--- config.mk ---
export PLATFORM = sky130hd
export DESIGN_NAME = dma_cluster_frontend
export DESIGN_NICKNAME = d
export VERILOG_FILES = /design/src/rtl/dma_pkg.sv /design/src/rtl/dma_cluster_frontend.sv /design/src/rtl/dma_distributed_midend.sv /design/src/rtl/dma_spill_register.sv /design/src/rtl/dma_split_midend.sv
export VERILOG_INCLUDE_DIRS = /design/src /design/src/include
export SDC_FILE = /design/constraint.sdc
export NUM_CORES = 2
export LEC_CHECK = 0
export ABC_AREA = 1
export BUFFER_PORTS_ARGS = -buffer_cell sky130_fd_sc_hd__buf_2
export CORE_UTILIZATION = 50
export CTS_BUF_LIST = sky130_fd_sc_hd__clkbuf_8
export DETAILED_ROUTE_END_ITERATION = 6
export PLACE_DENSITY = 0.66
export SLEW_MARGIN = 20
export SYNTH_ARGS = -nofsm -noshare
export SYNTH_HDL_FRONTEND = slang
export SYNTH_SLANG_ARGS = --single-unit
--- constraint.sdc ---
create_clock -name clk_i -period 9.5 [get_ports clk_i]
set_clock_uncertainty 0.1 [all_clocks]
set_input_delay 0.475 -clock clk_i [delete_from_list [all_inputs] [get_ports clk_i]]
set_output_delay 0.475 -clock clk_i [all_outputs]
set_load 0.1 [all_outputs]
--- src/include/dma_params.svh ---
/* Sizing of the cluster DMA front end. The TCDM base must be aligned to a full row
   and the completion FIFO depth must be a power of two */
`ifndef DMA_PARAMS_SVH
`define DMA_PARAMS_SVH

// Groups sharing the interleaved TCDM
`define DMA_NUM_GROUPS 4

// Bytes of one group's slice within a row
`define DMA_GROUP_BYTES 16

// TCDM window
`define DMA_TCDM_BASE 32'h0001_0000
`define DMA_TCDM_SIZE 32'h0000_4000

// Entries of each completion bookkeeping FIFO
`define DMA_FIFO_DEPTH 8

`endif

--- src/rtl/dma_pkg.sv ---
/* Shared types of the cluster DMA front end. Bursts, row pieces and group pieces
   all use one request layout */
`include "dma_params.svh"

package dma_pkg;

  // Bursts, row pieces and group pieces
  typedef struct packed {
    logic [31:0] src_addr;
    logic [31:0] dst_addr;
    logic [15:0] num_bytes;
  } dma_req_t;

  // Groups that received a piece of one row piece
  typedef logic [`DMA_NUM_GROUPS-1:0] group_mask_t;

  typedef enum logic {
    SPL_IDLE,
    SPL_SPLIT
  } split_state_e;

  typedef enum logic {
    DST_IDLE,
    DST_ISSUE
  } dist_state_e;

  // Destination decides splitting, only the start address is looked at
  function automatic logic in_tcdm(logic [31:0] addr);
    return (addr >= `DMA_TCDM_BASE) && (addr < (`DMA_TCDM_BASE + `DMA_TCDM_SIZE));
  endfunction

endpackage

--- src/rtl/dma_cluster_frontend.sv ---
/* Cluster DMA front end. Splits bursts per TCDM row and group slice and gives one
   done pulse per burst, in burst order. Groups must finish their own pieces in order */
`timescale 1ns/1ps
`include "dma_params.svh"

module dma_cluster_frontend
  import dma_pkg::*;
(
  input  logic                           clk_i,
  input  logic                           rst_n_i,
  // Burst request
  input  dma_req_t                       dma_req_i,
  input  logic                           dma_valid_i,
  output logic                           dma_ready_o,
  // Group ports
  output dma_req_t [`DMA_NUM_GROUPS-1:0] group_req_o,
  output logic     [`DMA_NUM_GROUPS-1:0] group_valid_o,
  input  logic     [`DMA_NUM_GROUPS-1:0] group_ready_i,
  input  logic     [`DMA_NUM_GROUPS-1:0] group_done_i,
  // Status
  output logic                           dma_done_o,
  output logic                           busy_o
);

  dma_req_t cut_req;
  logic     cut_valid, cut_ready;

  dma_req_t row_req;
  logic     row_valid, row_ready, row_done;
  logic     burst_done;

  dma_req_t [`DMA_NUM_GROUPS-1:0] grp_req;
  logic     [`DMA_NUM_GROUPS-1:0] grp_valid, grp_ready;

  logic [7:0] outstanding_q;

  dma_spill_register i_in_cut (
    .clk_i  (clk_i      ),
    .rst_n_i(rst_n_i    ),
    .data_i (dma_req_i  ),
    .valid_i(dma_valid_i),
    .ready_o(dma_ready_o),
    .data_o (cut_req    ),
    .valid_o(cut_valid  ),
    .ready_i(cut_ready  )
  );

  dma_split_midend i_split (
    .clk_i        (clk_i     ),
    .rst_n_i      (rst_n_i   ),
    .burst_i      (cut_req   ),
    .burst_valid_i(cut_valid ),
    .burst_ready_o(cut_ready ),
    .row_o        (row_req   ),
    .row_valid_o  (row_valid ),
    .row_ready_i  (row_ready ),
    .row_done_i   (row_done  ),
    .burst_done_o (burst_done)
  );

  dma_distributed_midend i_dist (
    .clk_i        (clk_i       ),
    .rst_n_i      (rst_n_i     ),
    .row_i        (row_req     ),
    .row_valid_i  (row_valid   ),
    .row_ready_o  (row_ready   ),
    .group_req_o  (grp_req     ),
    .group_valid_o(grp_valid   ),
    .group_ready_i(grp_ready   ),
    .group_done_i (group_done_i),
    .row_done_o   (row_done    )
  );

  for (genvar g = 0; g < `DMA_NUM_GROUPS; g++) begin : gen_group_cut
    dma_spill_register i_group_cut (
      .clk_i  (clk_i           ),
      .rst_n_i(rst_n_i         ),
      .data_i (grp_req[g]      ),
      .valid_i(grp_valid[g]    ),
      .ready_o(grp_ready[g]    ),
      .data_o (group_req_o[g]  ),
      .valid_o(group_valid_o[g]),
      .ready_i(group_ready_i[g])
    );
  end : gen_group_cut

  // Bursts accepted but not yet reported done
  always_ff @(posedge clk_i or negedge rst_n_i) begin
    if (!rst_n_i) begin
      dma_done_o    <= 1'b0;
      outstanding_q <= '0;
    end else begin
      dma_done_o    <= burst_done;
      outstanding_q <= outstanding_q + 8'(dma_valid_i && dma_ready_o) - 8'(burst_done);
    end
  end

  assign busy_o = outstanding_q != '0;

  a_done_has_burst: assert property (
    @(posedge clk_i) disable iff (!rst_n_i)
    burst_done |-> outstanding_q != '0
  );

endmodule

--- src/rtl/dma_distributed_midend.sv ---
/* Cuts row pieces into 16-byte group slices and routes each to its owner group.
   Expects pieces that stay within one row. Out-of-window pieces go whole to group 0 */
`timescale 1ns/1ps
`include "dma_params.svh"

module dma_distributed_midend
  import dma_pkg::*;
(
  input  logic                           clk_i,
  input  logic                           rst_n_i,
  input  dma_req_t                       row_i,
  input  logic                           row_valid_i,
  output logic                           row_ready_o,
  output dma_req_t [`DMA_NUM_GROUPS-1:0] group_req_o,
  output logic     [`DMA_NUM_GROUPS-1:0] group_valid_o,
  input  logic     [`DMA_NUM_GROUPS-1:0] group_ready_i,
  input  logic     [`DMA_NUM_GROUPS-1:0] group_done_i,
  output logic                           row_done_o
);

  localparam int unsigned NG         = `DMA_NUM_GROUPS;
  localparam int unsigned SLICE_BITS = $clog2(`DMA_GROUP_BYTES);
  localparam int unsigned GID_W      = $clog2(NG);
  localparam int unsigned PTR_W      = $clog2(`DMA_FIFO_DEPTH);
  localparam int unsigned CREDIT_W   = PTR_W + 1;

  function automatic logic [GID_W-1:0] slice_gid(logic [31:0] addr);
    logic [31:0] offset;
    offset = addr - `DMA_TCDM_BASE;
    return offset[SLICE_BITS +: GID_W];
  endfunction

  dist_state_e      state_q;
  dma_req_t         cur_q;
  logic             in_win_q;
  logic [15:0]      slice_room, piece_len;
  logic [GID_W-1:0] tgt_gid, first_gid, last_gid;
  dma_req_t         piece;
  logic             row_hs, piece_hs, last_piece;
  group_mask_t      row_mask;

  group_mask_t                     mask_mem [`DMA_FIFO_DEPTH];
  logic [PTR_W-1:0]                wr_ptr_q, rd_ptr_q;
  logic [PTR_W:0]                  fill_q;
  logic                            mask_full, mask_empty;
  group_mask_t                     head_mask, has_credit;
  logic [NG-1:0][CREDIT_W-1:0]     credit_q;

  assign mask_full  = fill_q == (PTR_W+1)'(`DMA_FIFO_DEPTH);
  assign mask_empty = fill_q == '0;

  assign row_ready_o = (state_q == DST_IDLE) && !mask_full;
  assign row_hs      = row_valid_i && row_ready_o;

  // Groups touched by the incoming row piece
  always_comb begin
    first_gid = slice_gid(row_i.dst_addr);
    last_gid  = slice_gid(row_i.dst_addr + 32'(row_i.num_bytes) - 32'd1);
    row_mask  = '0;
    if (in_tcdm(row_i.dst_addr)) begin
      for (int g = 0; g < NG; g++) begin
        if ((GID_W'(g) >= first_gid) && (GID_W'(g) <= last_gid)) row_mask[g] = 1'b1;
      end
    end else begin
      row_mask[0] = 1'b1;
    end
  end

  always_comb begin
    slice_room = 16'(`DMA_GROUP_BYTES) - 16'(cur_q.dst_addr[SLICE_BITS-1:0]);
    if (in_win_q && (cur_q.num_bytes > slice_room)) begin
      piece_len = slice_room;
    end else begin
      piece_len = cur_q.num_bytes;
    end
  end

  assign tgt_gid    = in_win_q ? slice_gid(cur_q.dst_addr) : '0;
  assign last_piece = piece_len == cur_q.num_bytes;
  assign piece      = '{src_addr: cur_q.src_addr, dst_addr: cur_q.dst_addr,
                        num_bytes: piece_len};
  assign piece_hs   = (state_q == DST_ISSUE) && group_ready_i[tgt_gid];

  // Same data to all ports, valid only towards the owner
  always_comb begin
    group_valid_o = '0;
    for (int g = 0; g < NG; g++) begin
      group_req_o[g] = piece;
    end
    if (state_q == DST_ISSUE) group_valid_o[tgt_gid] = 1'b1;
  end

  always_ff @(posedge clk_i or negedge rst_n_i) begin
    if (!rst_n_i) begin
      state_q <= DST_IDLE;
    end else begin
      case (state_q)
        DST_IDLE:  if (row_hs) state_q <= DST_ISSUE;
        DST_ISSUE: if (piece_hs && last_piece) state_q <= DST_IDLE;
        default:   state_q <= DST_IDLE;
      endcase
    end
  end

  always_ff @(posedge clk_i) begin
    if (row_hs) begin
      cur_q    <= row_i;
      in_win_q <= in_tcdm(row_i.dst_addr);
    end else if (piece_hs) begin
      cur_q.src_addr  <= cur_q.src_addr + 32'(piece_len);
      cur_q.dst_addr  <= cur_q.dst_addr + 32'(piece_len);
      cur_q.num_bytes <= cur_q.num_bytes - piece_len;
    end
    if (row_hs) mask_mem[wr_ptr_q] <= row_mask;
  end

  // Oldest row piece done once every group it used has a credit
  assign head_mask = mask_mem[rd_ptr_q];
  always_comb begin
    for (int g = 0; g < NG; g++) begin
      has_credit[g] = credit_q[g] != '0;
    end
  end
  assign row_done_o = !mask_empty && (&(has_credit | ~head_mask));

  always_ff @(posedge clk_i or negedge rst_n_i) begin
    if (!rst_n_i) begin
      wr_ptr_q <= '0;
      rd_ptr_q <= '0;
      fill_q   <= '0;
      credit_q <= '0;
    end else begin
      if (row_hs) wr_ptr_q <= wr_ptr_q + PTR_W'(1);
      if (row_done_o) rd_ptr_q <= rd_ptr_q + PTR_W'(1);
      fill_q <= fill_q + (PTR_W+1)'(row_hs) - (PTR_W+1)'(row_done_o);
      for (int g = 0; g < NG; g++) begin
        credit_q[g] <= credit_q[g] + CREDIT_W'(group_done_i[g])
                     - CREDIT_W'(row_done_o && head_mask[g]);
      end
    end
  end

  for (genvar g = 0; g < NG; g++) begin : gen_slice_check
    a_one_slice: assert property (
      @(posedge clk_i) disable iff (!rst_n_i)
      group_valid_o[g] && in_tcdm(group_req_o[g].dst_addr) |->
        (17'(group_req_o[g].dst_addr[SLICE_BITS-1:0]) + 17'(group_req_o[g].num_bytes))
          <= 17'(`DMA_GROUP_BYTES)
    );
  end : gen_slice_check

endmodule

--- src/rtl/dma_spill_register.sv ---
/* Two-entry valid/ready cut. Ready and data are both registered, so no
   combinational path crosses it, and it sustains one transfer per cycle */
`timescale 1ns/1ps

module dma_spill_register
  import dma_pkg::*;
(
  input  logic     clk_i,
  input  logic     rst_n_i,
  input  dma_req_t data_i,
  input  logic     valid_i,
  output logic     ready_o,
  output dma_req_t data_o,
  output logic     valid_o,
  input  logic     ready_i
);

  dma_req_t a_data_q, b_data_q;
  logic     a_full_q, b_full_q;
  logic     a_fill, a_drain;
  logic     b_fill, b_drain;

  // A takes new data, B catches what A cannot hand on
  assign a_fill  = valid_i & ready_o;
  assign a_drain = a_full_q & ~b_full_q;
  assign b_fill  = a_drain & ~ready_i;
  assign b_drain = b_full_q & ready_i;

  always_ff @(posedge clk_i or negedge rst_n_i) begin
    if (!rst_n_i) begin
      a_full_q <= 1'b0;
      b_full_q <= 1'b0;
    end else begin
      if (a_fill || a_drain) a_full_q <= a_fill;
      if (b_fill || b_drain) b_full_q <= b_fill;
    end
  end

  always_ff @(posedge clk_i) begin
    if (a_fill) a_data_q <= data_i;
    if (b_fill) b_data_q <= a_data_q;
  end

  // B always holds the older entry
  assign ready_o = ~a_full_q | ~b_full_q;
  assign valid_o = a_full_q | b_full_q;
  assign data_o  = b_full_q ? b_data_q : a_data_q;

  a_stable_out: assert property (
    @(posedge clk_i) disable iff (!rst_n_i)
    valid_o && !ready_i |=> valid_o && $stable(data_o)
  );

endmodule

--- src/rtl/dma_split_midend.sv ---
/* Cuts bursts at 64-byte destination rows inside the TCDM window; others pass whole.
   Zero-length bursts are not allowed. Row completions must arrive in issue order */
`timescale 1ns/1ps
`include "dma_params.svh"

module dma_split_midend
  import dma_pkg::*;
(
  input  logic     clk_i,
  input  logic     rst_n_i,
  input  dma_req_t burst_i,
  input  logic     burst_valid_i,
  output logic     burst_ready_o,
  output dma_req_t row_o,
  output logic     row_valid_o,
  input  logic     row_ready_i,
  input  logic     row_done_i,
  output logic     burst_done_o
);

  localparam int unsigned ROW_BYTES = `DMA_NUM_GROUPS * `DMA_GROUP_BYTES;
  localparam int unsigned ROW_BITS  = $clog2(ROW_BYTES);
  localparam int unsigned PTR_W     = $clog2(`DMA_FIFO_DEPTH);
  localparam int unsigned CNT_W     = 17 - ROW_BITS;

  split_state_e     state_q;
  dma_req_t         cur_q;
  logic             in_win_q;
  logic [15:0]      row_room, piece_len;
  logic             last_piece, burst_hs, row_hs;
  logic [16:0]      span;
  logic [CNT_W-1:0] num_pieces;

  logic [CNT_W-1:0] cnt_mem [`DMA_FIFO_DEPTH];
  logic [PTR_W-1:0] wr_ptr_q, rd_ptr_q;
  logic [PTR_W:0]   fill_q;
  logic             fifo_full, fifo_empty;
  logic [CNT_W-1:0] done_cnt_q;

  assign fifo_full  = fill_q == (PTR_W+1)'(`DMA_FIFO_DEPTH);
  assign fifo_empty = fill_q == '0;

  assign burst_ready_o = (state_q == SPL_IDLE) && !fifo_full;
  assign burst_hs      = burst_valid_i && burst_ready_o;
  assign row_valid_o   = state_q == SPL_SPLIT;
  assign row_hs        = row_valid_o && row_ready_i;

  // Row pieces a burst will produce, counted at acceptance
  assign span       = 17'(burst_i.dst_addr[ROW_BITS-1:0]) + 17'(burst_i.num_bytes)
                    + 17'(ROW_BYTES - 1);
  assign num_pieces = in_tcdm(burst_i.dst_addr) ? span[16:ROW_BITS] : CNT_W'(1);

  always_comb begin
    row_room = 16'(ROW_BYTES) - 16'(cur_q.dst_addr[ROW_BITS-1:0]);
    if (in_win_q && (cur_q.num_bytes > row_room)) begin
      piece_len = row_room;
    end else begin
      piece_len = cur_q.num_bytes;
    end
  end

  assign last_piece = piece_len == cur_q.num_bytes;
  assign row_o      = '{src_addr: cur_q.src_addr, dst_addr: cur_q.dst_addr,
                        num_bytes: piece_len};

  always_ff @(posedge clk_i or negedge rst_n_i) begin
    if (!rst_n_i) begin
      state_q <= SPL_IDLE;
    end else begin
      case (state_q)
        SPL_IDLE:  if (burst_hs) state_q <= SPL_SPLIT;
        SPL_SPLIT: if (row_hs && last_piece) state_q <= SPL_IDLE;
        default:   state_q <= SPL_IDLE;
      endcase
    end
  end

  // Walk the burst one row at a time
  always_ff @(posedge clk_i) begin
    if (burst_hs) begin
      cur_q    <= burst_i;
      in_win_q <= in_tcdm(burst_i.dst_addr);
    end else if (row_hs) begin
      cur_q.src_addr  <= cur_q.src_addr + 32'(piece_len);
      cur_q.dst_addr  <= cur_q.dst_addr + 32'(piece_len);
      cur_q.num_bytes <= cur_q.num_bytes - piece_len;
    end
  end

  // Oldest burst completes once all its row pieces reported done
  assign burst_done_o = row_done_i && !fifo_empty &&
                        ((done_cnt_q + CNT_W'(1)) == cnt_mem[rd_ptr_q]);

  always_ff @(posedge clk_i) begin
    if (burst_hs) cnt_mem[wr_ptr_q] <= num_pieces;
  end

  always_ff @(posedge clk_i or negedge rst_n_i) begin
    if (!rst_n_i) begin
      wr_ptr_q   <= '0;
      rd_ptr_q   <= '0;
      fill_q     <= '0;
      done_cnt_q <= '0;
    end else begin
      if (burst_hs) wr_ptr_q <= wr_ptr_q + PTR_W'(1);
      if (burst_done_o) rd_ptr_q <= rd_ptr_q + PTR_W'(1);
      fill_q <= fill_q + (PTR_W+1)'(burst_hs) - (PTR_W+1)'(burst_done_o);
      if (burst_done_o) begin
        done_cnt_q <= '0;
      end else if (row_done_i) begin
        done_cnt_q <= done_cnt_q + CNT_W'(1);
      end
    end
  end

  a_no_row_cross: assert property (
    @(posedge clk_i) disable iff (!rst_n_i)
    row_valid_o && in_tcdm(row_o.dst_addr) |->
      (17'(row_o.dst_addr[ROW_BITS-1:0]) + 17'(row_o.num_bytes)) <= 17'(ROW_BYTES)
  );

  a_nonzero_burst: assert property (
    @(posedge clk_i) disable iff (!rst_n_i)
    burst_hs |-> burst_i.num_bytes != '0
  );

endmodule

[Word level (Yosys, flattened, before mapping)]
Memory sizes are Yosys's and may differ from the RTL's.
Cells that the tools add are included.
Operators by class
  magnitude comparators: 16
  bitwise operators: 49
  multiplexer cells: 34
  reduce and logical (&&, ||, !) cells: 49
  equal/unequal tests: 5
  add/sub/neg operators: 33
Operators by type and width (number)
  two-way mux 80 bit: 9
  adder 32 x 16 -> 32 bit: 4
  >= comparator 32 x 17 -> 1 bit (second input constant): 2
  < comparator 32 x 17 -> 1 bit (second input constant): 2
  two-way mux 11 bit: 3
  == test 16 bit: 2
  greater-than comparator 16 bit: 2
  two-way mux 16 bit: 2
  subtractor 16 bit: 2
  adder 4 x 1 -> 4 bit: 6
  logical AND 1 bit: 24
  subtractor 4 x 1 -> 4 bit: 6
  subtractor 6 x 1 -> 6 bit (second input constant): 4
  bitwise AND 1 bit: 20
  adder 17 x 6 -> 17 bit (second input constant): 1
  adder 6 x 16 -> 17 bit: 1
  inverter 1 bit: 17
  nonzero test 4 bit: 4
  two-way mux 1 bit: 13
  adder 3 x 1 -> 3 bit (second input constant): 4
  adder 11 x 1 -> 11 bit (second input constant): 1
  == test 11 bit: 1
  logical OR 1 bit: 10
  OR 1 bit: 10
  24 further kinds: 36
Word-level totals
  output and inout port bits: 327
  RAM bits: 120
  memories kept: 2
  input port bits: 91
  bits in registers: 1030
Memories
  i_split.cnt_mem: words 8, bits a word 11, read ports 1, clocked after memory_dff 0, write ports 1, RTL line dma_split_midend.sv:34  | logic [CNT_W-1:0] cnt_mem [`DMA_FIFO_DEPTH];
  i_dist.mask_mem: words 8, bits a word 4, read ports 1, clocked after memory_dff 0, write ports 1, RTL line dma_distributed_midend.sv:42  | group_mask_t mask_mem [`DMA_FIFO_DEPTH];

[Logic depth before layout (Yosys ltp)]
  word-level depth: 11
  depth in mapped cells: 30
  gate-level depth less buffers: 29

[Cells and area by module]
From an unflattened synthesis, not the netlist that was laid out.
Unflattened totals
  cells, all modules: 5375
  area, all modules: 55562.0 um2
Modules (own cells, without submodules)
  dma_spill_register: area each 5929.4 um2, instances 5, cells each 429, sequential area each 4854.7 um2
  dma_split_midend: area each 12797.3 um2, instances 1, cells each 1587, sequential area each 5625.4 um2
  dma_distributed_midend: area each 12472.0 um2, instances 1, cells each 1560, sequential area each 4068.9 um2
  dma_cluster_frontend: area each 645.6 um2, instances 1, cells each 83, sequential area each 225.2 um2

[Worst setup path after synthesis]
OpenSTA, ideal clock, no wires.
  path type: reg-to-reg
  start point: register i_in_cut.b_full_q
  end point: register i_in_cut.b_data_q[0] in the netlist's numbering (enable)
  slack: 2.195 ns
  cell stages (with the launch flop): 6
  required time: 8.784 ns
  arrival time: 6.589 ns
  clock period less this slack: 7.305 ns
  library setup time: 0.616 ns
  path through: dfrtp_1 buf_4 buf_2 buf_2 clkbuf_1 nor3_1
On the way
  cells in the longest elaborated chain, start to end: 3
Ends and longest elaborated chain
  start: declaration: RTL line dma_spill_register.sv:19  | logic a_full_q, b_full_q;
  start signal: assignment: RTL line dma_spill_register.sv:35  | if (b_fill || b_drain) b_full_q <= b_fill;
  inverter 1 bit: RTL line dma_spill_register.sv:25  | assign a_drain = a_full_q & ~b_full_q;
  bitwise AND 1 bit: RTL line dma_spill_register.sv:25
  bitwise AND 1 bit: RTL line dma_spill_register.sv:26  | assign b_fill = a_drain & ~ready_i;
  net i_in_cut.b_fill: RTL line dma_spill_register.sv:21  | logic b_fill, b_drain;
  end signal: assignment: RTL line dma_spill_register.sv:41  | if (b_fill) b_data_q <= a_data_q;
  end: declaration: RTL line dma_spill_register.sv:18  | dma_req_t a_data_q, b_data_q;
The timed path passes the listed nets, and every way through them passes these cells.
A chain may end at the register's enable or synchronous reset.

[Worst setup path after layout]
  start point: register i_split.cur_q (netlist bit i_split.row_o[16])
  end point: memory i_dist.mask_mem[1][2] in the netlist's numbering (data pin)
On the way
  cells in the longest elaborated chain, start to end: 11
  elaborated cells between the ends (all ways): 16
  classes of those cells: 5 x add/sub; 5 x order compare; 3 x mux; 3 x reduce/logical
Ends and longest elaborated chain
  start: declaration: RTL line dma_split_midend.sv:27  | dma_req_t cur_q;
  start signal: assignment: RTL line dma_split_midend.sv:81  | cur_q <= burst_i;
  subtractor 7 x 6 -> 8 bit: RTL line dma_split_midend.sv:54  | row_room = 16'(ROW_BYTES) - 16'(cur_q.dst_addr[ROW_BITS-1:0]);
  greater-than comparator 16 bit: RTL line dma_split_midend.sv:55  | if (in_win_q && (cur_q.num_bytes > row_room)) begin
  logical AND 1 bit: RTL line dma_split_midend.sv:55
  two-way mux 16 bit: RTL line dma_split_midend.sv:55
  adder 32 x 16 -> 32 bit: RTL line dma_distributed_midend.sv:58  | last_gid = slice_gid(row_i.dst_addr + 32'(row_i.num_bytes) - 32'd1);
  subtractor 6 x 1 -> 6 bit: RTL line dma_distributed_midend.sv:58
  subtractor 6 x 1 -> 6 bit (no line)
  <= comparator 2 bit: RTL line dma_distributed_midend.sv:62  | if ((GID_W'(g) >= first_gid) && (GID_W'(g) <= last_gid)) row_mask[g] = 1'b1;
  logical AND 1 bit: RTL line dma_distributed_midend.sv:62
  two-way mux 1 bit: RTL line dma_distributed_midend.sv:62
  two-way mux 3 bit *: RTL line dma_distributed_midend.sv:60  | if (in_tcdm(row_i.dst_addr)) begin
  net i_dist.row_mask[2]: RTL line dma_distributed_midend.sv:40  | group_mask_t row_mask;
  end: declaration: RTL line dma_distributed_midend.sv:42
The timed path passes the listed nets; every way through them passes the cells marked *.

==> reports/results.txt <==
Root buffer cell -> clkbuf_8
WL/cell -> 20.7 microns
Setup-failing EPs final -> 0
R2R depth -> 21
Initial Util -> 50.6%
Slew margin rel. -> 21.7%
CP required -> 9950 ps
Die H -> 323 microns
Outcome -> finished, final reports clean
Yosys top cell area share -> 62.9%
Row cnt -> 117
First-pass GRT wire length -> 213000 microns
Crit Path Max Fanout -> 19
Total number of vias -> 37000
Asr flop ratio synth -> 5.91%
EDFF count, synth -> 1082
Initial antenna violation count -> 5
Remaining antenna violation count -> 0
DRT Wirelength -> 143000 microns
Area delta synth->final -> 15.7%
Synth area leader -> edfxtp_1
Slew Limit Fails -> 0
Port bufs -> 417
Hold Fails Final Rpt -> 0
Via density per instance -> 5.34
Worst-Margin Slew -> 1170 ps
Num ports -> 418
Largest net degree at the start of global routing -> 83
R2R Path Start -> i_split.row_o[16]
DRC -> 0
Final #Nets -> 5651
CP Capture Type -> flip-flop
Detailed Routing Iterations Pass 1 -> 6
Die area -> 105000 sq um
Worst-skew pair later-pin latency -> 890 ps
Iter 0 DRT Violations -> 3507
Synth area leaders -> edfxtp_1 (63%), nand2_1 (13%), ha_1 (3.6%)
Final HPWL DP -> 97900 microns
Post-CTS resize count -> 0
Post-cts hold buffer count -> 90
Hold crit path type -> in -> async
Area of the multi-input gates -> 15700 sq um
Setup crit start -> i_split.row_o[16]
Setup TNS -> 0 ps
H-tree levels -> 4
Most frequent cells after synthesis -> nand2_1 (1843), edfxtp_1 (1082), inv_1 (306)
Hold Slack -> 185 ps
Post-CTS Setup Bufs -> 0
FMAX -> 170 MHz
TritonCTS clock tree -> built
Global route overflow -> 0
Fillcell total -> 8598
Sequential area share after synthesis -> 66.2%
Synth Register Bits -> 1150
Final period util -> 62.0%
Post-Synthesis Cells -> 4814
Gr usage total -> 27.3%
Post-synth top flop -> edfxtp_1
Clk pin slew, worst setup/hold paths -> 70 ps
Top-count cell post-synth -> nand2_1
Cell Area, Synth -> 51700 sq um
Minimum clock period -> 5890 ps
FF/Latch Area -> 34200 sq um
Vias in the first global route -> 35100
Clk buf depth -> 3
Total core area -> 102000 sq um
Total CTS buffers -> 185
Unique cell type count in the Yosys netlist -> 54
DIE WIDTH -> 323 microns
Synth warnings -> 0
Unrepaired setup endpoints after global routing -> false
RePlAce Congestion -> 0.959
Mapped Avg Cell Area -> 10.7 sq um
Num Clock Sinks -> 1150
Layout cell share with drive strength beyond 1 -> 14.3%
Syn nets -> 5066
Critical path class -> reg -> reg
Startpoint types -> flip-flop
Total of max-cap violations -> 0
Critical Path AT -> 6340 ps
==> area by class of cell <==
cell class / instances / area share [%]
antenna: 3 / 0.0126
clock buffer: 197 / 4.54
clock inverter: 141 / 1.52
inverter: 318 / 2.01
multi-input combinational: 3195 / 26.3
sequential: 1150 / 57.2
tap: 1368 / 2.86
timing repair buffer: 549 / 5.55
==> final timing paths <==
kind,end,slack (ps)
worst min register to register,gen_group_cut[1].i_group_cut.b_data_q[73],320
worst max register to register,i_dist.mask_mem[1][2],3610
max in group asynchronous,gen_group_cut[3].i_group_cut.b_full_q,8350
min in group clk_i,i_in_cut.a_data_q[2],200
worst min-delay path,i_dist.credit_q[5],190
worst max-delay path,i_dist.mask_mem[1][2],3610
==> sequential cells by signal (all words and copies together), names as in the netlist, 8 cells and up <==
register / cells
gen_group_cut.i_group_cut.a_data_q: 320
gen_group_cut.i_group_cut.b_data_q: 320
i_dist.credit_q: 16
i_dist.cur_q: 16
i_dist.group_req_o: 64
i_dist.mask_mem: 32
i_in_cut.a_data_q: 80
i_in_cut.b_data_q: 80
i_split.cnt_mem: 88
i_split.cur_q: 16
i_split.done_cnt_q: 11
i_split.row_o: 64
outstanding_q: 8
==> metrics by stage <==
stage	cell area, sq um	worst slack [ps]	std cells	util (%)
2_1_floorplan	51700	2190	4814	-
3_3_place_gp	55200	3940	6489	54.0
3_5_place_dp	55200	3770	6490	54.0
4_1_cts	59700	3700	6918	58.5
5_1_grt	59800	3140	6920	58.5
6_report	59800	3610	6921	58.5
==> layer usage <==
metal  part of all wire (%)  global-route usage [%]  vias up  wire length, microns
met5                 0.0091                       0        -                    13
met4                    2.4                    8.24        2                  3400
met3                    7.3                    3.90      198                 10400
met2                     47                    44.0     1496                 67300
met1                     43                    38.4    17800                 61900
li1                       -                       -    17500                     -
==> worst max-delay path, cell delays in order, from the launching register on <==
cell	delay, ps
edfxtp_1	420
inv_1	180
ha_1	210
nand3_1	130
nand3b_1	220
ha_1	210
or2_2	270
a21oi_1	130
nand3_1	150
nand3_2	300
inv_1	310
or2_2	350
o21ai_0	220
inv_1	290
fa_1	500
xor2_1	200
nor3_1	150
and2_1	200
inv_1	70
o21ai_0	170
nand3_1	120
a21oi_1	670
==> cells by family after synthesis <==
group           share of synthesized area, %
flops                                   66.2
buf+inv                                 3.65
compound gates                          4.69
mux                                    0.407
xor+xnor                                2.00
fa+ha+maj                               4.09
simple gates                            19.0
==> layout by cell type, fill, tap and decap left out, types with 35 or more instances in the layout <==
cell type | Yosys | layout
nand4_1 | 35 | 35
dfrtp_1 | 68 | 62
buf_2 | 16 | 416
nor3_1 | 45 | 40
nor2_1 | 264 | 257
a21oi_1 | 157 | 155
clkinv_1 | 2 | 42
clkbuf_8 | 0 | 197
inv_1 | 306 | 353
o21ai_0 | 191 | 189
ha_1 | 148 | 148
dlygate4sd3_1 | 0 | 90
edfxtp_1 | 1082 | 1082
buf_4 | 13 | 42
xnor2_1 | 45 | 45
nand3_1 | 179 | 179
nand2_1 | 1843 | 1841
xor2_1 | 73 | 73
Power is not shown: default switching activity piles up to over one toggle a cycle in this logic, so the estimate is an artifact.
